**config.mk**
```make
export PLATFORM = sky130hd
export DESIGN_NAME = datapath
export DESIGN_NICKNAME = d
export VERILOG_FILES = /design/src/source/rvPipePkg.sv /design/src/source/datapath.sv
export SDC_FILE = /design/constraint.sdc
export NUM_CORES = 1
export LEC_CHECK = 0
export BUFFER_PORTS_ARGS = -buffer_cell sky130_fd_sc_hd__buf_2
export CAP_MARGIN = 10
export CORE_ASPECT_RATIO = 0.75
export CORE_MARGIN = 3
export CORE_UTILIZATION = 62
export DETAILED_ROUTE_END_ITERATION = 12
export PLACE_DENSITY_LB_ADDON = 0.25
export SYNTH_ARGS = -nofsm -noshare
export SYNTH_HDL_FRONTEND = slang
export SYNTH_SLANG_ARGS = --single-unit
```
**constraint.sdc**
```tcl
create_clock -name clk -period 13.5 [get_ports clk]
set_input_delay 0.675 -clock clk [delete_from_list [all_inputs] [get_ports clk]]
set_output_delay 0.675 -clock clk [all_outputs]
set_load 0.05 [all_outputs]
```
**src/source/rvPipePkg.sv**
```systemverilog
package rvPipePkg;

    typedef logic [31:0] word_t;      // Data and address word
    typedef logic [4:0]  regAddr_t;
    typedef logic [7:0]  btbIdx_t;    // Wide enough for any target buffer size
    typedef logic [7:0]  phtIdx_t;

    typedef enum logic [2:0] {immI, immS, immB, immJ, immU} immSel_e;
    typedef enum logic [2:0] {aluAdd, aluSub, aluAnd, aluOr, aluSlt} aluOp_e;
    typedef enum logic [1:0] {resAlu, resMem, resPcPlus4, resImm} resultSel_e;
    typedef enum logic [1:0] {fwdRegFile, fwdFromMem, fwdFromWb} fwdSel_e;

    // Major opcodes
    localparam logic [6:0] opLoad   = 7'b0000011;
    localparam logic [6:0] opStore  = 7'b0100011;
    localparam logic [6:0] opOp     = 7'b0110011;
    localparam logic [6:0] opImm    = 7'b0010011;
    localparam logic [6:0] opBranch = 7'b1100011;
    localparam logic [6:0] opJal    = 7'b1101111;
    localparam logic [6:0] opLui    = 7'b0110111;

    localparam logic [2:0] f3Beq    = 3'b000;
    localparam logic [2:0] f3Bne    = 3'b001;
    localparam logic [2:0] f3Word   = 3'b010;   // lw and sw
    localparam logic [2:0] f3AddSub = 3'b000;
    localparam logic [2:0] f3Slt    = 3'b010;
    localparam logic [2:0] f3Or     = 3'b110;
    localparam logic [2:0] f3And    = 3'b111;

    typedef struct packed {
        logic       regWrite;
        logic       memWrite;
        resultSel_e resultSel;
        aluOp_e     aluOp;
        logic       aluSrcImm;
        immSel_e    immSel;
        logic       branch;
        logic       branchNe;
        logic       jump;
    } ctrl_t;

    typedef struct packed {
        regAddr_t rs1D;
        regAddr_t rs2D;
        regAddr_t rs1E;
        regAddr_t rs2E;
        regAddr_t rdE;
        logic     loadE;
        regAddr_t rdM;
        logic     regWriteM;
        regAddr_t rdW;
        logic     regWriteW;
        logic     mispredictE;
    } hazardIn_t;

    typedef struct packed {
        logic    stallF;
        logic    stallD;
        logic    flushD;
        logic    flushE;
        fwdSel_e fwdA;
        fwdSel_e fwdB;
    } hazardCtrl_t;

    typedef struct packed {
        logic    btbWe;
        btbIdx_t btbIdx;
        word_t   btbTag;      // PC above the index bits, right aligned
        word_t   btbTarget;
        logic    isJump;
        logic    phtWe;
        phtIdx_t phtIdx;
        logic    taken;
        logic    historyReset;
    } predUpdate_t;

endpackage

```
**src/source/datapath.sv**
```systemverilog
`timescale 1ns/1ps

module datapath import rvPipePkg::*; #(
    parameter int    btbEntries = 32,
    parameter int    ghrBits    = 3,
    parameter word_t startPc    = '0
) (
    input  logic               clk,
    input  logic               reset,
    output word_t              pcF_o,
    input  word_t              instrF_i,
    output word_t              instrD_o,
    input  ctrl_t              ctrlD_i,
    output hazardIn_t          hazIn_o,
    input  hazardCtrl_t        hazCtrl_i,
    output regAddr_t           rs1D_o,
    output regAddr_t           rs2D_o,
    input  word_t              rd1D_i,
    input  word_t              rd2D_i,
    output regAddr_t           rdW_o,
    output logic               regWriteW_o,
    output word_t              resultW_o,
    input  logic               predTakenF_i,
    input  word_t              predTargetF_i,
    input  logic [ghrBits-1:0] phtIdxF_i,
    output predUpdate_t        predUpd_o,
    output logic               memWriteM_o,
    output word_t              aluResultM_o,
    output word_t              writeDataM_o,
    input  word_t              readDataM_i
);

    localparam int idxBits = $clog2(btbEntries);

    typedef struct packed {
        word_t              instr;
        word_t              pc;
        word_t              pcPlus4;
        word_t              predNext;   // Next PC that fetch chose
        logic [ghrBits-1:0] phtIdx;
    } decodeReg_t;

    typedef struct packed {
        ctrl_t              ctrl;
        word_t              pc;
        word_t              pcPlus4;
        word_t              predNext;
        logic [ghrBits-1:0] phtIdx;
        word_t              rd1;
        word_t              rd2;
        word_t              imm;
        regAddr_t           rs1;
        regAddr_t           rs2;
        regAddr_t           rd;
    } executeReg_t;

    // Memory and writeback registers, data is store data in M and load data in W
    typedef struct packed {
        ctrl_t    ctrl;
        word_t    result;
        word_t    data;
        regAddr_t rd;
    } lateReg_t;

    decodeReg_t  regD;
    executeReg_t regE;
    lateReg_t    regM;
    lateReg_t    regW;

    word_t pcPlus4F;
    word_t predNextF;
    word_t pcNextF;
    word_t instrD;
    word_t immD;
    word_t srcA;
    word_t srcB;
    word_t writeDataE;
    word_t aluOut;
    word_t resultE;
    word_t targetE;
    word_t actualNextE;
    word_t resultW;
    logic  equalE;
    logic  takenE;
    logic  redirectE;
    logic  mispredictE;

    function automatic word_t pickOperand(input fwdSel_e sel, input word_t rf,
                                          input word_t fromMem, input word_t fromWb);
        case (sel)
            fwdFromMem: return fromMem;
            fwdFromWb:  return fromWb;
            default:    return rf;
        endcase
    endfunction

    // Fetch
    assign pcPlus4F  = pcF_o + 32'd4;
    assign predNextF = predTakenF_i ? predTargetF_i : pcPlus4F;
    assign pcNextF   = mispredictE ? actualNextE : predNextF;

    always_ff @(posedge clk) begin
        if (reset) begin
            pcF_o <= startPc;
        end else if (!hazCtrl_i.stallF) begin
            pcF_o <= pcNextF;
        end
    end

    always_ff @(posedge clk) begin
        if (reset || hazCtrl_i.flushD) begin
            regD <= '0;     // All-zero word decodes as a bubble
        end else if (!hazCtrl_i.stallD) begin
            regD.instr    <= instrF_i;
            regD.pc       <= pcF_o;
            regD.pcPlus4  <= pcPlus4F;
            regD.predNext <= predNextF;
            regD.phtIdx   <= phtIdxF_i;
        end
    end

    // Decode
    assign instrD   = regD.instr;
    assign instrD_o = instrD;
    assign rs1D_o   = instrD[19:15];
    assign rs2D_o   = instrD[24:20];

    always_comb begin
        case (ctrlD_i.immSel)
            immS:    immD = {{20{instrD[31]}}, instrD[31:25], instrD[11:7]};
            immB:    immD = {{20{instrD[31]}}, instrD[7], instrD[30:25], instrD[11:8], 1'b0};
            immJ:    immD = {{12{instrD[31]}}, instrD[19:12], instrD[20], instrD[30:21], 1'b0};
            immU:    immD = {instrD[31:12], 12'b0};
            default: immD = {{20{instrD[31]}}, instrD[31:20]};
        endcase
    end

    always_ff @(posedge clk) begin
        if (reset || hazCtrl_i.flushE) begin
            regE <= '0;
        end else begin
            regE.ctrl     <= ctrlD_i;
            regE.pc       <= regD.pc;
            regE.pcPlus4  <= regD.pcPlus4;
            regE.predNext <= regD.predNext;
            regE.phtIdx   <= regD.phtIdx;
            regE.rd1      <= rd1D_i;
            regE.rd2      <= rd2D_i;
            regE.imm      <= immD;
            regE.rs1      <= rs1D_o;
            regE.rs2      <= rs2D_o;
            regE.rd       <= instrD[11:7];
        end
    end

    // Execute
    assign srcA       = pickOperand(hazCtrl_i.fwdA, regE.rd1, regM.result, resultW);
    assign writeDataE = pickOperand(hazCtrl_i.fwdB, regE.rd2, regM.result, resultW);
    assign srcB       = regE.ctrl.aluSrcImm ? regE.imm : writeDataE;

    always_comb begin
        case (regE.ctrl.aluOp)
            aluSub:  aluOut = srcA - srcB;
            aluAnd:  aluOut = srcA & srcB;
            aluOr:   aluOut = srcA | srcB;
            aluSlt:  aluOut = {31'b0, $signed(srcA) < $signed(srcB)};
            default: aluOut = srcA + srcB;
        endcase
    end

    // Link and lui values are settled here so forwarding needs one source
    always_comb begin
        case (regE.ctrl.resultSel)
            resPcPlus4: resultE = regE.pcPlus4;
            resImm:     resultE = regE.imm;
            default:    resultE = aluOut;   // Also the load and store address
        endcase
    end

    assign targetE     = regE.pc + regE.imm;
    assign equalE      = (srcA == writeDataE);
    assign takenE      = regE.ctrl.branch && (regE.ctrl.branchNe ? !equalE : equalE);
    assign redirectE   = takenE || regE.ctrl.jump;
    assign actualNextE = redirectE ? targetE : regE.pcPlus4;
    assign mispredictE = (regE.ctrl.branch || regE.ctrl.jump) && (actualNextE != regE.predNext);

    always_comb begin
        predUpd_o.btbWe        = redirectE;
        predUpd_o.btbIdx       = btbIdx_t'(regE.pc[idxBits+1:2]);
        predUpd_o.btbTag       = regE.pc >> (idxBits + 2);
        predUpd_o.btbTarget    = targetE;
        predUpd_o.isJump       = regE.ctrl.jump;
        predUpd_o.phtWe        = regE.ctrl.branch;
        predUpd_o.phtIdx       = phtIdx_t'(regE.phtIdx);
        predUpd_o.taken        = takenE;
        predUpd_o.historyReset = regE.ctrl.branch && mispredictE;
    end

    // Memory
    always_ff @(posedge clk) begin
        if (reset) begin
            regM <= '0;
        end else begin
            regM.ctrl   <= regE.ctrl;
            regM.result <= resultE;
            regM.data   <= writeDataE;
            regM.rd     <= regE.rd;
        end
    end

    assign memWriteM_o  = regM.ctrl.memWrite;
    assign aluResultM_o = regM.result;
    assign writeDataM_o = regM.data;

    // Writeback
    always_ff @(posedge clk) begin
        if (reset) begin
            regW <= '0;
        end else begin
            regW.ctrl   <= regM.ctrl;
            regW.result <= regM.result;
            regW.data   <= readDataM_i;
            regW.rd     <= regM.rd;
        end
    end

    assign resultW     = (regW.ctrl.resultSel == resMem) ? regW.data : regW.result;
    assign resultW_o   = resultW;
    assign rdW_o       = regW.rd;
    assign regWriteW_o = regW.ctrl.regWrite;

    always_comb begin
        hazIn_o.rs1D        = rs1D_o;
        hazIn_o.rs2D        = rs2D_o;
        hazIn_o.rs1E        = regE.rs1;
        hazIn_o.rs2E        = regE.rs2;
        hazIn_o.rdE         = regE.rd;
        hazIn_o.loadE       = regE.ctrl.regWrite && (regE.ctrl.resultSel == resMem);
        hazIn_o.rdM         = regM.rd;
        hazIn_o.regWriteM   = regM.ctrl.regWrite;
        hazIn_o.rdW         = regW.rd;
        hazIn_o.regWriteW   = regW.ctrl.regWrite;
        hazIn_o.mispredictE = mispredictE;
    end

    assert property (@(posedge clk) disable iff (reset) !$isunknown(memWriteM_o))
        else $error("store strobe unknown");

endmodule

```
Word-level counts from Yosys, hierarchy flattened:

Cells that the tools add are included.

* $add $sub $neg: 4
* equal/unequal tests: 18
* muxes and demuxes: 11
* bitwise logic cells: 2
* order comparisons: 1
* reductions and logical operators: 9

Operator list (number)
* case mux 32 bit (2 select lines): 3
* 2-to-1 mux 32 bit: 5
* case mux 32 bit (4 select lines): 1
* case mux 31 bit (4 select lines): 1
* adder 32 bit: 2
* adder 32 x 3 -> 32 bit, second input constant: 1
* AND 32 bit: 1
* == test 32 bit: 1
* less-than comparator 32 bit: 1
* != test 32 bit: 1
* bitwise OR 32 bit: 1
* subtractor 32 bit: 1
* == test 3 x 2 -> 1 bit, second input constant: 4
* == test 2 x 1 -> 1 bit, second input constant: 4
* == test 2 bit, second input constant: 4
* == test 3 x 1 -> 1 bit, second input constant: 2
* == test 3 bit, second input constant: 2
* logical AND 1 bit: 4
* logical OR 1 bit: 4
* logical NOT 1 bit: 1
* 2-to-1 mux 1 bit: 1

* bits in registers: 529
* output and inout bits: 301

Logic depth before layout (Yosys ltp):

* depth after elaboration: 12
* depth in mapped cells: 26

Worst setup path after synthesis:

OpenSTA, ideal clock, no wires.

* path kind: register -> output
* start: reg regE, in the netlist predUpd_o[78]
* end: out hazIn_o[0] (netlist name)
* buffers on the path: 2
* stages on the path, launching flop included: 16
* arrival time: 5.714 ns
* setup slack: 7.111 ns
* cell sequence: dfxtp_1 -> ha_1 -> a2111oi_0 -> o21ai_0 -> a31oi_1 -> o21ai_0 -> o311ai_0 -> nor2_1 -> a2111oi_0 -> mux2_2 -> o2111ai_1 -> or4b_4 -> o31ai_4 -> inv_2 -> buf_6 -> buf_4

RTL lines
* from (decl): line datapath.sv:66 `executeReg_t regE;`
* to (decl): line datapath.sv:14 `output hazardIn_t hazIn_o,`

==> impl_metrics.ini <==
[global_routing]
grt_pass1_vias = 25600
grt_overflow = 0
grt_max_degree = 102
antenna_found_initial = 6
track_usage = 0.423
grt_pass1_wl_um = 162000

[yosys]
syn_inst = 3393
synth_seq_cells = 525
yosysWarnings = 0
yosys.area.top_type = dfxtp_1
syn_avg_cell_area_sq_um = 8.60
ys.flop_type = dfxtp_1
ys_types = 86
synth_common_cells = 525 x dfxtp_1, 369 x nor2_1, 210 x and2_1
synth_top_area_frac = 0.360
syn_area_sq_um = 29200
synth_area_leaders = dfxtp_1 36%, mux2i_1 6.4%, ha_1 5.7%, buf_4 5.2%, nor2_1 4.7%
synthArstFlopShare = 0
seq_area_frac_synth = 0.360
synth_edf_count = 0
synth_most_common_cell = dfxtp_1

[cts]
clock_sinks = 525
cts_root_buffer = clkbuf_16
clk-insertion-delay-late_ps = 620
postCtsResizedCells = 0
postCtsSetupBuffers = 0
cts_tree = yes
numCtsBuffers = 50
htreeDepth = 2
ctsHoldBuffers = 0
clkTransAtPathRegs_ps = 80
clockBufferDepth = 3

[setup_path]
ff2ff_setup_slack_ps = 6430
crit_family = buffers and inverters
criticalPathCategory = input pin to primary output
path_buf_inv = 9
cpMaxStageDelayCell = or4b_4
r2r_start = regE[178]
reg2reg_depth = 18
cpPeakStageDelay_ps = 560
path_depth = 22
end_kind = primary output
cp.required_ps = 12820
crit-reg2reg-capture = pcF_o[19]
crit_chain = buf_2 > inv_1 > ha_1 > buf_4 > nand2b_1 > buf_4 > nand2_1 > a211oi_1 > a221oi_1 > a2111oi_0 > o2111ai_1 > o311ai_0 > and3_1 > buf_4 > clkinv_4 > mux2i_1 > o2111ai_1 > or4b_4 > o31ai_4 > buf_4 > inv_2 > buf_2
cp_common_cell = buf_4
cp.arrival_ps = 7630
path_max_fanout = 55
start_kind = input pin

[outcome]
outcome = completed

[sta]
fin_crit_ps = 8300
timing.final.crit_share = 0.615
setup_viol = 0
finalMaxSlewViolations = 0
worst_pin_slew_ps = 1180
finalSetupTns_ps = 0
hold_viol = 0
rsz0062_at_grt = no
timing.fmax_mhz = 120
slew_headroom = 0.214
fin_skew_ps = 33.6

[routing]
final_antenna_net_count = 0
via_count = 26900
drc = 0
drtIter0Drc = 3603
drtPass1Iterations = 6
vias_per_cell = 6.34
detail_route.wl_per_cell_um = 26.0
wl_um = 110000

[worst_hold_path]
worstHoldStart = ctrlD_i[11]
min_path_cells = 2
holdCritPathClass = input pin to register
min_to = regE[221]

[floorplanning]
fp.dieArea_sq_um = 49700
die_h_um = 194
ios = 489
die_w_um = 257
fp-row-count = 68
initial_utilization = 0.631
coreArea_sq_um = 46300

[pwr]
intPower_mw = 2.77
switchingPower_mw = 1.27
p_leak_nw = 14.6
switching_share = 0.315
p_seq_frac = 0.414
p_clk_frac = 0.391
p_per_area_nw_per_um2 = 125
power_frac_comb = 0.195
ir_drop_mv = 0.120

[run]
cap_viol_max_count = 0

[finish]
fillerInstances = 3635
area_growth_pct = 10.3
drive_gt1_frac = 0.191
finish.net_count = 3890
seq_area_sq_um = 10500
multi_input_area_sq_um = 15800
final_cells = 4240

[place]
io_buffers = 473
dpl.hpwl_um = 83200
place_congestion = 1.05
place_inst = 4144
[area by class of cell]
class                      instances  share of cell area
tap                              630              0.0245
multi-input combinational       2326               0.491
timing repair buffer             509              0.0822
sequential                       525               0.326
inverter                         155              0.0182
clock buffer                      63              0.0435
clock inverter                    29              0.0135
antenna                            3            0.000233
[worst max-delay path by stage]
| stage | from | end | slack, ps |
|---|---|---|---|
| finish | hazCtrl_i[2] | hazIn_o[0] | 5200 |
| global route | hazCtrl_i[2] | hazIn_o[0] | 4820 |
| CTS | hazCtrl_i[2] | hazIn_o[0] | 5470 |
| detailed placement | hazCtrl_i[2] | hazIn_o[0] | 5460 |
| global placement | hazCtrl_i[2] | hazIn_o[0] | 5530 |
| floorplan | predUpd_o[78] | hazIn_o[0] | 7110 |
[cells by family (layout without fill, tap and decap cells)]
kind of cell | count (synthesis) | after routing | share of synthesized area
XOR/XNOR | 110 | 110 | 0.0330
buffers and inverters | 556 | 756 | 0.100
other | 1 | 18 | 0.000128
AO/OA/AOI/OAI | 785 | 785 | 0.184
AND/OR/NAND/NOR | 1036 | 1036 | 0.177
adder cells (fa/ha/maj) | 137 | 137 | 0.0593
flip-flops | 525 | 525 | 0.360
multiplexers | 243 | 243 | 0.0860
[sequential cells by signal, summed over array words and instances, names as in the netlist, 2 cells and up]
signal and cells:
aluResultM_o 32, hazIn_o 21, instrD_o 32, pcF_o 32, predUpd_o 35, rdW_o 5, regD 97, regE 169
regM 2, regW 66, writeDataM_o 32
[power groups by stage]
stage / clock network, mW / logic (mW) / registers [mW]
final: 1.58 / 0.789 / 1.67
after global routing: 1.64 / 0.835 / 1.67
after CTS: 1.58 / 0.768 / 1.67
after detailed placement: 0 / 0.761 / 1.70
after global placement: 0 / 0.747 / 1.70
after floorplan: 0 / 0.567 / 1.69
[cells in the final DEF, fill, tap and decap left out, types with 54 or more instances in the layout]
master and n:
mux2_2 54, nand2_1 159, and2_1 210, o21ai_0 138
inv_1 153, mux2i_1 187, a21oi_1 181, nor2b_1 127
buf_2 471, ha_1 132, a211oi_1 59, nor2_1 367
dfxtp_1 523, xnor2_1 69, a21o_1 59
[per-layer routing]
metal,global-route usage,vias to the layer above,wire length (um)
met4,0.134,8,3710
met3,0.123,316,15200
met5,0,-,50
met2,0.625,1888,46300
li1,-,11900,-
met1,0.596,12800,45000
[per-stage QoR]
step | utilization | total power, mW | setup slack (ps) | hold WS (ps) | area [sq um]
after CTS | 0.695 | 4.01 | 5470 | 239 | 32200
after floorplan | - | 2.26 | 7110 | 414 | 29200
after detailed placement | 0.656 | 2.46 | 5460 | 442 | 30400
final | 0.696 | 4.04 | 5200 | 256 | 32200
after global routing | 0.696 | 4.15 | 4820 | 262 | 32200
after global placement | 0.656 | 2.45 | 5530 | 416 | 30400
Note: power is estimated with default switching activity, not from simulation.
